[src/hdl/daq_defs.svh]
`ifndef DAQ_DEFS_SVH
`define DAQ_DEFS_SVH

// --------------------------------------------------
// bus geometry
// --------------------------------------------------

// external bus address lines
`define DAQ_ADDR_W 19

// --------------------------------------------------
// fifo sizing
// --------------------------------------------------

// command fifo holds full 80-bit commands
`define CMD_FIFO_DEPTH 8
// sample fifo holds 16-bit ramp values
`define SAMPLE_FIFO_DEPTH 32

// almost flags rise this many entries from the edge
`define FIFO_MARGIN 2

`endif

[src/hdl/ebi_pkg.sv]
`default_nettype none

package ebi_pkg;

  `include "daq_defs.svh"

  // --------------------------------------------------
  // register map seen by the host
  // --------------------------------------------------
  typedef enum logic [`DAQ_ADDR_W-1:0] {
    STATUS      = 0,
    CMD_W1      = 1,
    CMD_W2      = 2,
    CMD_W3      = 3,
    CMD_W4      = 4,
    CMD_W5      = 5,
    NEXT_SAMPLE = 6,
    RESET_TIME  = 7,
    RUN_TIME    = 8,
    TIME_L      = 9,
    TIME_H      = 10
  } ebi_addr_e;

  // status word, msb first
  typedef struct packed {
    logic       cmd_almost_full;
    logic       cmd_full;
    logic       cmd_almost_empty;
    logic       cmd_empty;
    logic       sample_almost_full;
    logic       sample_full;
    logic       sample_almost_empty;
    logic       sample_empty;
    logic       sample_ready;
    logic       time_running;
    // always read as zero
    logic [5:0] reserved;
  } ebi_status_t;

endpackage

`default_nettype wire

[src/hdl/cmd_pkg.sv]
`default_nettype none

package cmd_pkg;

  // --------------------------------------------------
  // command opcodes
  // --------------------------------------------------
  // anything not listed behaves as nop
  typedef enum logic [3:0] {
    NOP      = 4'd0,
    RAMP_NOW = 4'd1,
    RAMP_AT  = 4'd2
  } cmd_opcode_e;

  // --------------------------------------------------
  // 80-bit command layout
  // --------------------------------------------------
  // msb first, bus word 5 on top
  typedef struct packed {
    // word 5
    logic [15:0] step;
    // word 4
    logic [15:0] start;
    // words 3 (high) and 2 (low)
    logic [31:0] trigger_time;
    // word 1, count above opcode
    logic [11:0] count;
    cmd_opcode_e opcode;
  } cmd_fields_t;

  // same 80 bits, two ways of looking at them
  // words[0] is bus word 1
  typedef union packed {
    cmd_fields_t       fields;
    logic [4:0][15:0]  words;
  } cmd_word_u;

endpackage

`default_nettype wire

[src/hdl/sync_fifo.sv]
`timescale 1ns/1ps
`default_nettype none

`include "daq_defs.svh"

module sync_fifo #(
  parameter int WIDTH = 16,
  parameter int DEPTH = 32
) (
  input  wire logic             clk,
  input  wire logic             rst,
  input  wire logic             wr_en,
  input  wire logic [WIDTH-1:0] wdata,
  input  wire logic             rd_en,
  output logic      [WIDTH-1:0] rdata,
  output logic                  full,
  output logic                  empty,
  output logic                  almost_full,
  output logic                  almost_empty
);

  localparam int PTR_W = (DEPTH > 1) ? $clog2(DEPTH) : 1;
  localparam int CNT_W = $clog2(DEPTH + 1);

  // storage, no reset needed on payload
  logic [WIDTH-1:0] mem [DEPTH];

  logic [PTR_W-1:0] wr_ptr;
  logic [PTR_W-1:0] rd_ptr;
  logic [CNT_W-1:0] count;

  logic do_push;
  logic do_pop;

  // wrap pointer at depth, works for any depth
  function automatic logic [PTR_W-1:0] next_ptr(input logic [PTR_W-1:0] ptr);
    logic [PTR_W-1:0] nxt;
    if (ptr == PTR_W'(DEPTH - 1)) begin
      nxt = '0;
    end else begin
      nxt = ptr + 1'b1;
    end
    return nxt;
  endfunction

  // requests blocked by their flag are dropped
  assign do_push = wr_en & ~full;
  assign do_pop  = rd_en & ~empty;

  // --------------------------------------------------
  // storage write
  // --------------------------------------------------
  always_ff @(posedge clk) begin
    if (do_push) begin
      mem[wr_ptr] <= wdata;
    end
  end

  // --------------------------------------------------
  // pointers and occupancy
  // --------------------------------------------------
  always_ff @(posedge clk) begin
    if (rst) begin
      wr_ptr <= '0;
      rd_ptr <= '0;
      count  <= '0;
    end else begin
      if (do_push) begin
        wr_ptr <= next_ptr(wr_ptr);
      end
      if (do_pop) begin
        rd_ptr <= next_ptr(rd_ptr);
      end
      // push and pop together leave count alone
      case ({do_push, do_pop})
        2'b10:   count <= count + 1'b1;
        2'b01:   count <= count - 1'b1;
        default: count <= count;
      endcase
    end
  end

  // head entry always visible
  assign rdata = mem[rd_ptr];

  // flags straight from occupancy
  assign full         = (count == CNT_W'(DEPTH));
  assign empty        = (count == '0);
  assign almost_full  = (count >= CNT_W'(DEPTH - `FIFO_MARGIN));
  assign almost_empty = (count <= CNT_W'(`FIFO_MARGIN));

endmodule

`default_nettype wire

[src/hdl/ebi_bridge.sv]
`timescale 1ns/1ps
`default_nettype none

`include "daq_defs.svh"

module ebi_bridge (
  input  wire logic                   clk,
  input  wire logic                   rst,
  // host bus
  input  wire logic [15:0]            data_in,
  input  wire logic [`DAQ_ADDR_W-1:0] addr,
  input  wire logic                   rd,
  input  wire logic                   wr,
  input  wire logic                   cs,
  output logic      [15:0]            data_out,
  output logic                        irq,
  output logic      [31:0]            global_clock,
  // command fifo write side
  output cmd_pkg::cmd_word_u          cmd_wdata,
  output logic                        cmd_wr_en,
  input  wire logic [3:0]             cmd_flags,
  // sample fifo read side
  input  wire logic [15:0]            sample_rdata,
  output logic                        sample_rd_en,
  input  wire logic [3:0]             sample_flags
);

  import ebi_pkg::*;

  // flag vectors are {almost_full, full, almost_empty, empty}
  localparam logic [1:0] ST_IDLE           = 2'd0;
  localparam logic [1:0] ST_FETCH          = 2'd1;
  localparam logic [1:0] ST_FIFO_READ      = 2'd2;
  localparam logic [1:0] ST_FIFO_READ_NEXT = 2'd3;

  logic [1:0] state;
  logic [1:0] next_state;

  // delayed strobes for end-of-transaction detect
  logic rd_d;
  logic rd_dd;
  logic wr_d;
  logic wr_dd;
  logic rd_done;
  logic wr_done;

  ebi_addr_e   last_wr_addr;
  logic        sample_read;
  logic        sample_clear;
  logic        reset_time;
  logic        run_time;
  logic        time_running;

  // prefetch register
  logic [15:0] sample_data;
  logic        sample_valid;

  ebi_status_t status;
  ebi_status_t status_ack;

  // host currently reading the sample register
  assign sample_read = cs & rd & (addr == NEXT_SAMPLE);

  // --------------------------------------------------
  // strobe falling edge detect
  // --------------------------------------------------
  always_ff @(posedge clk) begin
    if (rst) begin
      rd_d  <= 1'b0;
      rd_dd <= 1'b0;
      wr_d  <= 1'b0;
      wr_dd <= 1'b0;
    end else begin
      rd_d  <= rd & cs;
      rd_dd <= rd_d;
      wr_d  <= wr & cs;
      wr_dd <= wr_d;
    end
  end

  // high one cycle once the strobe has dropped
  assign rd_done = rd_dd & ~rd_d;
  assign wr_done = wr_dd & ~wr_d;

  // --------------------------------------------------
  // control fsm
  // --------------------------------------------------
  always_ff @(posedge clk) begin
    if (rst) begin
      state <= ST_IDLE;
    end else begin
      state <= next_state;
    end
  end

  always_comb begin
    next_state   = state;
    cmd_wr_en    = 1'b0;
    sample_rd_en = 1'b0;
    sample_clear = 1'b0;
    reset_time   = 1'b0;
    run_time     = 1'b0;
    case (state)
      ST_IDLE: begin
        next_state = ST_FETCH;
      end
      ST_FETCH: begin
        // full command goes out once word 5 write ends
        if (wr_done && last_wr_addr == CMD_W5) begin
          cmd_wr_en = 1'b1;
        end
        if (cs && wr) begin
          if (addr == RESET_TIME) begin
            reset_time = 1'b1;
          end else if (addr == RUN_TIME) begin
            run_time = 1'b1;
          end
        end
        // refill held off while host reads the register
        if (sample_read) begin
          next_state = ST_FIFO_READ;
        end else if (!sample_valid && !sample_flags[0]) begin
          sample_rd_en = 1'b1;
        end
      end
      ST_FIFO_READ: begin
        // hold value until host drops rd
        if (rd_done) begin
          next_state = ST_FIFO_READ_NEXT;
        end
      end
      ST_FIFO_READ_NEXT: begin
        // host has its sample, free the register
        sample_clear = 1'b1;
        next_state   = ST_FETCH;
      end
      default: begin
        next_state = ST_IDLE;
      end
    endcase
  end

  // --------------------------------------------------
  // command word capture
  // --------------------------------------------------
  always_ff @(posedge clk) begin
    if (cs && wr) begin
      case (addr)
        CMD_W1:  cmd_wdata.words[0] <= data_in;
        CMD_W2:  cmd_wdata.words[1] <= data_in;
        CMD_W3:  cmd_wdata.words[2] <= data_in;
        CMD_W4:  cmd_wdata.words[3] <= data_in;
        CMD_W5:  cmd_wdata.words[4] <= data_in;
        default: ;
      endcase
    end
  end

  // target of the most recent write
  always_ff @(posedge clk) begin
    if (rst) begin
      last_wr_addr <= STATUS;
    end else if (cs && wr) begin
      last_wr_addr <= ebi_addr_e'(addr);
    end
  end

  // --------------------------------------------------
  // global time counter
  // --------------------------------------------------
  always_ff @(posedge clk) begin
    if (rst) begin
      global_clock <= '0;
      time_running <= 1'b0;
    end else if (reset_time) begin
      // reset also stops time
      global_clock <= '0;
      time_running <= 1'b0;
    end else begin
      if (time_running) begin
        global_clock <= global_clock + 1'b1;
      end
      if (run_time) begin
        time_running <= 1'b1;
      end
    end
  end

  // --------------------------------------------------
  // sample prefetch register
  // --------------------------------------------------
  always_ff @(posedge clk) begin
    if (rst) begin
      sample_valid <= 1'b0;
    end else if (sample_clear) begin
      sample_valid <= 1'b0;
    end else if (sample_rd_en) begin
      sample_valid <= 1'b1;
    end
  end

  always_ff @(posedge clk) begin
    if (sample_rd_en) begin
      sample_data <= sample_rdata;
    end
  end

  // --------------------------------------------------
  // status and irq
  // --------------------------------------------------
  always_comb begin
    status                     = '0;
    status.cmd_almost_full     = cmd_flags[3];
    status.cmd_full            = cmd_flags[2];
    status.cmd_almost_empty    = cmd_flags[1];
    status.cmd_empty           = cmd_flags[0];
    status.sample_almost_full  = sample_flags[3];
    status.sample_full         = sample_flags[2];
    status.sample_almost_empty = sample_flags[1];
    status.sample_empty        = sample_flags[0];
    status.sample_ready        = sample_valid;
    status.time_running        = time_running;
  end

  // ack copy tracks status through reset so irq starts quiet
  always_ff @(posedge clk) begin
    if (rst) begin
      status_ack <= status;
      irq        <= 1'b0;
    end else begin
      irq <= (status != status_ack);
      if (cs && rd && addr == STATUS) begin
        status_ack <= status;
      end
    end
  end

  // --------------------------------------------------
  // read data
  // --------------------------------------------------
  always_ff @(posedge clk) begin
    if (rst) begin
      data_out <= '0;
    end else if (cs && rd) begin
      case (addr)
        STATUS:      data_out <= status;
        NEXT_SAMPLE: data_out <= sample_valid ? sample_data : 16'hDEAD;
        TIME_L:      data_out <= global_clock[15:0];
        TIME_H:      data_out <= global_clock[31:16];
        default:     data_out <= '0;
      endcase
    end
  end

endmodule

`default_nettype wire

[src/hdl/ramp_executor.sv]
`timescale 1ns/1ps
`default_nettype none

module ramp_executor (
  input  wire logic               clk,
  input  wire logic               rst,
  // command fifo head
  input  wire cmd_pkg::cmd_word_u cmd,
  input  wire logic               cmd_empty,
  output logic                    cmd_rd_en,
  // sample fifo write side
  input  wire logic               sample_full,
  output logic      [15:0]        sample_wdata,
  output logic                    sample_wr_en,
  input  wire logic [31:0]        global_clock
);

  import cmd_pkg::*;

  localparam logic [1:0] ST_IDLE = 2'd0;
  localparam logic [1:0] ST_WAIT = 2'd1;
  localparam logic [1:0] ST_EMIT = 2'd2;

  logic [1:0]  state;

  // samples still to push
  logic [11:0] remaining;
  // current ramp value and increment
  logic [15:0] acc;
  logic [15:0] step;
  logic [31:0] trigger;

  logic        push;

  // pop whenever idle and a command waits
  assign cmd_rd_en    = (state == ST_IDLE) & ~cmd_empty;
  // stall on full, acc holds so nothing is lost
  assign push         = (state == ST_EMIT) & ~sample_full;
  assign sample_wr_en = push;
  assign sample_wdata = acc;

  // --------------------------------------------------
  // state and count
  // --------------------------------------------------
  always_ff @(posedge clk) begin
    if (rst) begin
      state     <= ST_IDLE;
      remaining <= '0;
    end else begin
      case (state)
        ST_IDLE: begin
          if (cmd_rd_en) begin
            remaining <= cmd.fields.count;
            // zero-length ramps dropped like nop
            if (cmd.fields.count != '0) begin
              case (cmd.fields.opcode)
                RAMP_NOW: state <= ST_EMIT;
                RAMP_AT:  state <= ST_WAIT;
                default:  state <= ST_IDLE;
              endcase
            end
          end
        end
        ST_WAIT: begin
          // counter may be stopped, then we sit here
          if (global_clock >= trigger) begin
            state <= ST_EMIT;
          end
        end
        ST_EMIT: begin
          if (push) begin
            remaining <= remaining - 1'b1;
            if (remaining == 12'd1) begin
              state <= ST_IDLE;
            end
          end
        end
        default: begin
          state <= ST_IDLE;
        end
      endcase
    end
  end

  // --------------------------------------------------
  // ramp datapath
  // --------------------------------------------------
  always_ff @(posedge clk) begin
    if (cmd_rd_en) begin
      acc     <= cmd.fields.start;
      step    <= cmd.fields.step;
      trigger <= cmd.fields.trigger_time;
    end else if (push) begin
      // wraps mod 2^16
      acc <= acc + step;
    end
  end

endmodule

`default_nettype wire

[src/hdl/daq_top.sv]
`timescale 1ns/1ps
`default_nettype none

`include "daq_defs.svh"

module daq_top (
  input  wire logic                   clk,
  input  wire logic                   rst,
  input  wire logic [15:0]            data_in,
  input  wire logic [`DAQ_ADDR_W-1:0] addr,
  input  wire logic                   rd,
  input  wire logic                   wr,
  input  wire logic                   cs,
  output logic      [15:0]            data_out,
  output logic                        irq,
  output logic      [31:0]            global_clock
);

  import cmd_pkg::*;

  // --------------------------------------------------
  // command path
  // --------------------------------------------------
  cmd_word_u   cmd_wdata;
  cmd_word_u   cmd_rdata;
  logic        cmd_wr_en;
  logic        cmd_rd_en;
  logic        cmd_full;
  logic        cmd_empty;
  logic        cmd_almost_full;
  logic        cmd_almost_empty;

  // --------------------------------------------------
  // sample path
  // --------------------------------------------------
  logic [15:0] sample_wdata;
  logic [15:0] sample_rdata;
  logic        sample_wr_en;
  logic        sample_rd_en;
  logic        sample_full;
  logic        sample_empty;
  logic        sample_almost_full;
  logic        sample_almost_empty;

  // host registers, time base, prefetch
  ebi_bridge u_bridge (
    .clk          (clk),
    .rst          (rst),
    .data_in      (data_in),
    .addr         (addr),
    .rd           (rd),
    .wr           (wr),
    .cs           (cs),
    .data_out     (data_out),
    .irq          (irq),
    .global_clock (global_clock),
    .cmd_wdata    (cmd_wdata),
    .cmd_wr_en    (cmd_wr_en),
    .cmd_flags    ({cmd_almost_full, cmd_full, cmd_almost_empty, cmd_empty}),
    .sample_rdata (sample_rdata),
    .sample_rd_en (sample_rd_en),
    .sample_flags ({sample_almost_full, sample_full, sample_almost_empty, sample_empty})
  );

  sync_fifo #(
    .WIDTH ($bits(cmd_word_u)),
    .DEPTH (`CMD_FIFO_DEPTH)
  ) u_cmd_fifo (
    .clk          (clk),
    .rst          (rst),
    .wr_en        (cmd_wr_en),
    .wdata        (cmd_wdata),
    .rd_en        (cmd_rd_en),
    .rdata        (cmd_rdata),
    .full         (cmd_full),
    .empty        (cmd_empty),
    .almost_full  (cmd_almost_full),
    .almost_empty (cmd_almost_empty)
  );

  sync_fifo #(
    .WIDTH (16),
    .DEPTH (`SAMPLE_FIFO_DEPTH)
  ) u_sample_fifo (
    .clk          (clk),
    .rst          (rst),
    .wr_en        (sample_wr_en),
    .wdata        (sample_wdata),
    .rd_en        (sample_rd_en),
    .rdata        (sample_rdata),
    .full         (sample_full),
    .empty        (sample_empty),
    .almost_full  (sample_almost_full),
    .almost_empty (sample_almost_empty)
  );

  // ramp source standing in for acquisition
  ramp_executor u_exec (
    .clk          (clk),
    .rst          (rst),
    .cmd          (cmd_rdata),
    .cmd_empty    (cmd_empty),
    .cmd_rd_en    (cmd_rd_en),
    .sample_full  (sample_full),
    .sample_wdata (sample_wdata),
    .sample_wr_en (sample_wr_en),
    .global_clock (global_clock)
  );

endmodule

`default_nettype wire

[config.mk]
export PLATFORM = sky130hd
export DESIGN_NAME = daq_top
export DESIGN_NICKNAME = d
export VERILOG_FILES = /design/src/hdl/ebi_pkg.sv /design/src/hdl/cmd_pkg.sv /design/src/hdl/sync_fifo.sv /design/src/hdl/ebi_bridge.sv /design/src/hdl/ramp_executor.sv /design/src/hdl/daq_top.sv
export VERILOG_INCLUDE_DIRS = /design/src /design/src/hdl
export SDC_FILE = /design/constraint.sdc
export NUM_CORES = 2
export LEC_CHECK = 0
export ABC_CLOCK_PERIOD_IN_PS = 13600
export BUFFER_PORTS_ARGS = -buffer_cell sky130_fd_sc_hd__buf_2
export CAP_MARGIN = 20
export CORE_ASPECT_RATIO = 0.6
export CORE_MARGIN = 4
export CORE_UTILIZATION = 40
export DETAILED_ROUTE_END_ITERATION = 7
export PLACE_DENSITY = 0.67
export SLEW_MARGIN = 10
export SYNTH_ARGS = -nofsm -noshare
export SYNTH_HDL_FRONTEND = slang
export SYNTH_SLANG_ARGS = --single-unit
[constraint.sdc]
create_clock -name clk -period 13.6 [get_ports clk]
set_input_delay 0.68 -clock clk [delete_from_list [all_inputs] [get_ports clk]]
set_output_delay 0.68 -clock clk [all_outputs]
set_load 0.1 [all_outputs]
-- Word-level counts from Yosys, hierarchy flattened
Memories as Yosys holds them, arrays and structs flattened. A register that Yosys moved wholly into a read port is not among the register bits.
Index checks and enable logic that the tools add are counted.
- bits in registers: 270
- latch bits: 0
- bits in writable memories: 1152
- bits in read-only memories: 0
- bits of input ports: 40
- output and inout port bits: 49
- logic and storage cells: 182
- memories kept: 2
- memory list (name ; depth ; bits a word ; rd ports ; clocked after Yosys merged registers in ; write ports ; line ; RTL):
    u_cmd_fifo.mem ; 8 ; 80 ; 1 ; 1 ; 1 ; sync_fifo.sv:26 ; logic [WIDTH-1:0] mem [DEPTH];
    u_sample_fifo.mem ; 32 ; 16 ; 1 ; 1 ; 1 ; sync_fifo.sv:26 ;
- add/sub/neg operators: 11
- $mul: 0
- div/mod/pow operators: 0
- $lt $le $gt $ge: 5
- eq/ne operators: 37
- shift operators: 0
- multiplexer cells: 44
- bitwise operators: 17
- reduce and logical (&&, ||, !) cells: 29
- operator list (cell ; number):
    $eq 19x3->1 const B ; 5
    $mux 16 ; 5
    $pmux 16 s4 ; 1
    $eq 19x4->1 const B ; 3
    $eq 19x2->1 const B ; 2
    $add 32x1->32 const B ; 1
    $ge 32x32->1 ; 1
    $mux 12 ; 2
    $pmux 12 s2 ; 1
    $eq 19x1->1 const B ; 1
    $logic_not 19->1 ; 1
    $mux 1 ; 17
    $add 16x16->16 ; 1
    $mux 2 ; 7
    $eq 12x1->1 const B ; 1
    $mux 3 ; 4
    $pmux 2 s3 ; 2
    $pmux 6 s2 ; 1
    $reduce_and 2->1 ; 6
    $reduce_bool 12->1 ; 1
    $sub 12x1->12 const B ; 1
    $and 1x1->1 ; 11
    $add 5x1->5 const B ; 2
    $eq 2x2->1 const B ; 5
    32 further kinds ; 61

-- Logic depth before layout (Yosys ltp)
- depth in word-level cells: 9
- mapped depth: 13
- mapped depth without buffers: 13

-- Cells and area by module
From an unflattened synthesis, not the netlist that was laid out.
- cell total of the unflattened synthesis: 3090
- area, all modules: 57101.0 µm²
- modules (own cells, without submodules) (module ; instances ; cells an instance ; area each (µm²)):
    sync_fifo at u_cmd_fifo ; 1 ; 1004 ; 24696.2
    sync_fifo at u_sample_fifo ; 1 ; 1090 ; 20764.9
    ebi_bridge ; 1 ; 563 ; 7111.8
    ramp_executor ; 1 ; 433 ; 4528.1

-- Worst setup path after synthesis
Ideal clock, no wire load.
- kind: flip-flop to flip-flop
- start: register u_bridge.state[0]
- end: memory u_cmd_fifo.mem[3][0] (netlist bit), enable pin
- arrival: 7.504 ns
- required time: 12.967 ns
- path slack: 5.463 ns
- cell stages (with the launch flop): 7
- path buffers: 0
- cell sequence: dfxtp_1 -> ha_1 -> nor4b_1 -> nand4_1 -> nor3_1 -> nand2_1 -> nor3b_1
- longest elaborated chain between the ends: 5
- RTL lines (element ; line ; RTL):
    start: declaration ; ebi_bridge.sv:36 ; logic [1:0] state;
    start signal: assignment ; ebi_bridge.sv:92 ; state <= next_state;
    $eq 2x1->1 ; ebi_bridge.sv:103 ; case (state)
    $mux 1 ; ebi_bridge.sv:103 ;
    $and 1x1->1 ; sync_fifo.sv:47 ; assign do_push = wr_en & ~full;
    $mux 1 ; sync_fifo.sv:54 ; if (do_push) begin
    $mux 1 (implied by the code) ; sync_fifo.sv:55 ; mem[wr_ptr] <= wdata;
    end: declaration ; sync_fifo.sv:26 ;
Every way passes these cells.

-- Worst setup path after layout
- start: register u_bridge.state[0]
- end: memory u_cmd_fifo.mem[1][64] (netlist bit), enable pin
Same word-level chain as after synthesis.

==> flow_summary_export.csv <==
group,metric,value,unit
sta,fin_crit_sh,35.6,%
sta,rsz0062_at_grt,"false",
clock_network,cts-resized-gates,0,
synthesis,synth-seq-cells,1441,
clock_network,htree_num_levels,3,
detailed_routing,via_per_inst,5.61,
clock_network,cts.sinks,1441,
floorplan,fp.dieH,299,um
cells_and_area,fin_util,45.4,%
floorplan,ios,89,
run_status,status,"complete, no violations",
sta,drv_slew,0,
critical_path,endpoint_kind,"register",
clock_network,post_cts_buffers,0,
clock_network,hold_buffers,0,
power,intPower,0.00799,W
synthesis,syn_inst,2888,
detailed_routing,vias,28300,
detailed_routing,routedWlPerCell,26.1,um
power,p_per_area,176,nW/um^2
critical_path,crit_arrival,5.21,ns
power,seq_power_share,50.1,%
power,switchingPower,0.00312,W
power,leakage,19.8,nW
floorplan,die_w,492,um
synthesis,synth_cell_types,68,
synthesis,yosysWarnings,0,
critical_path,crit_required,13.97,ns
detailed_routing,ant_nets,0,
sta,max_slew_margin,25.2,%
sta,setup-violations-final,0,
cells_and_area,finalNetCount,3181,
clock_network,clock_path_buffers,3,
detailed_routing,routed_wl,132,mm
run,drv_cap,0,
synthesis,async_reset_ff_share,0,%
global_route,grt_pass1_wl,192,mm
synthesis,seq_area_frac_synth,74.7,%
sta,tightest_slew,1.12,ns
floorplan,start_util,40.4,%
critical_path,path_delay_family,"simple AND/OR/NAND/NOR gates",
critical_path,crit_chain,"ha_1, nor4b_1, nand4_1, nor3_1, nand2_1, nor3_2, buf_4, buf_4",
placed_design,dp_hpwl,82.9,mm
detailed_routing,drc_errors,0,
placed_design,port_buffers,88,
clock_network,clockRootBuffer,"clkbuf_16",
sta,hold_viol_final,0,
power,combPwrFrac,19.7,%
clock_network,cts_made_buffers,120,
critical_path,critical_path_buf_inv_count,2,
synthesis,avgSynthCellArea,19.5,sq um
synthesis,synth_edf_count,1322,
detailed_routing,drt-initial-drc-count,3607,
clock_network,cts_tree,"yes",
synthesis,synth_nets,3004,
floorplan,core,140000,sq um
clock_network,clk_pin_slew,0.06,ns
sta,fin_tns_setup,0,ns
global_route,antenna_found_initial,7,
critical_path,cp_common_cell,"buf_4",
power,p_clk_share,30.2,%
sta,fin_skew,0.0669,ns
sta,period_minus_slack,4.85,ns
power,ir_drop,0.111,mV
critical_path,critPathKind,"reg2reg",
sta,hold_ws,0.214,ns
power,power,0.0111,W
clock_network,clk-insertion-delay-late,0.74,ns
placed_design,gp_congestion,0.864,
global_route,grt.total_usage,17.7,%
critical_path,critPathMaxFanout,40,
global_route,grt_pass1_vias,27300,
global_route,grt_overflow,0,
sta,max_freq,206,MHz
synthesis,syn_area,56300,sq um
global_route,grt_max_degree,70,
critical_path,cp-start-kind,"register",
cells_and_area,area_growth,12.4,%
floorplan,placementRows,106,
critical_path,cp_slowest_cell,"nor3_2",
detailed_routing,dr.pass1.iters,6,
critical_path,slowest_delay,0.84,ns
power,switching_share,28.1,%
synthesis,synth_ff_type,"edfxtp_1",
min_path,worstHoldPathType,"in2reg",
floorplan,die_area,147000,sq um
cells_and_area,drive_above_1_share,24.4,%
## per-stage QoR
stage | cell area (sq um) | setup WS (ns) | cells
2_1_floorplan | 56300 | 5.46 | 2888
3_3_place_gp | 59300 | 8.83 | 4820
3_5_place_dp | 59300 | 8.61 | 4820
4_1_cts | 63100 | 8.72 | 5034
5_1_grt | 63300 | 8.46 | 5048
6_report | 63300 | 8.75 | 5049
## Yosys cell counts (all sizes together), types with 4 or more instances
cell | count | area [sq um]
nand3b | 6 | 45.0
mux2 | 69 | 777
ha | 73 | 913
nor3b | 8 | 60.1
xnor2 | 30 | 263
a31oi | 8 | 50.1
nor2 | 129 | 487
nor4 | 14 | 115
edfxtp | 1322 | 39700
and3 | 15 | 93.8
o21ai | 73 | 365
or3 | 17 | 106
clkbuf | 56 | 210
inv | 65 | 244
a22oi | 6 | 45.0
o22ai | 4 | 25.0
nor3 | 39 | 195
xor2 | 20 | 175
a21o | 10 | 75.1
o21bai | 4 | 30.0
nor2b | 15 | 93.8
a311oi | 4 | 35.0
a211oi | 11 | 82.6
a222oi | 8 | 80.1
mux4 | 314 | 7110
nand2b | 20 | 125
and4 | 8 | 70.1
nand3 | 24 | 120
o311ai | 4 | 35.0
mux2i | 29 | 290
nand4 | 14 | 87.6
nor4b | 6 | 52.6
dfxtp | 119 | 2380
nand2 | 134 | 503
a221oi | 8 | 70.1
buf | 69 | 344
a21oi | 91 | 455
## final cells by class
cell class              count  area [sq um]
clock buffers             144          3160
inverters                  66           248
flip-flops and latches   1441         42100
well taps                1890          2360
multi-input cells        1256         13500
diodes                      2          5.00
clock inverters            70           613
fillers                 11700         76200
repair buffers            180          1260
## worst min-delay path, stage by stage
cell	delay (ns)
buf_2	0.11
nand2_1	0.05
a21oi_1	0.05
## worst paths after layout
check	startpoint	to	slack, ns	cells after the start
worst max-delay path	u_bridge.state[0]	u_cmd_fifo.mem[1][64]	8.75	8
worst min-delay path	addr[4]	u_bridge.last_wr_addr[4]	0.21	3
worst max register to register	u_bridge.state[0]	u_cmd_fifo.mem[1][64]	8.75	8
worst min register to register	u_bridge.last_wr_addr[7]	u_bridge.last_wr_addr[7]	0.46	2
## kinds of logic after synthesis
logic type / share of synthesized area [%]
adder cells (fa/ha/maj): 1.73
multiplexers: 14.5
AO/OA/AOI/OAI: 2.79
flip-flops: 74.7
buffers and inverters: 1.42
XOR/XNOR: 0.778
AND/OR/NAND/NOR: 4.04
## metal layers
metal | track usage (%) | vias to the layer above | share of wire [%]
met1 | 28.4 | 14700 | 45
met5 | 0 | - | 0
li1 | - | 12100 | -
met4 | 3.76 | 0 | 1.8
met2 | 22.9 | 1448 | 40
met3 | 6.05 | 167 | 13
## registers in the layout (all words and copies together) (netlist names), 16 cells and up, named ones only
name	cells
u_bridge.cmd_wdata	80
u_exec.step	16
u_bridge.last_wr_addr	19
u_sample_fifo.mem	512
u_exec.trigger	32
u_cmd_fifo.mem	640
u_bridge.global_clock	32
u_bridge.data_out	16
u_bridge.sample_data	16
u_exec.sample_wdata	16
## layout by cell type, fill, tap and decap left out, types with 71 or more instances in the layout
cell,count
nor2_1,116
buf_2,88
clkbuf_16,123
mux4_2,305
ha_1,73
edfxtp_1,1322
a21oi_1,91
dfxtp_1,112
nand2_1,134
o21ai_0,71
buf_4,83
## power groups by stage
stage	logic (W)	clock network, W	registers [W]
after global placement	0.00198	0	0.00574
after detailed placement	0.00200	0	0.00575
after CTS	0.00202	0.00342	0.00566
final	0.00218	0.00335	0.00557
after global routing	0.00237	0.00362	0.00559
after floorplan	0.00145	0	0.00556
Power figures use the tool's default switching activity.
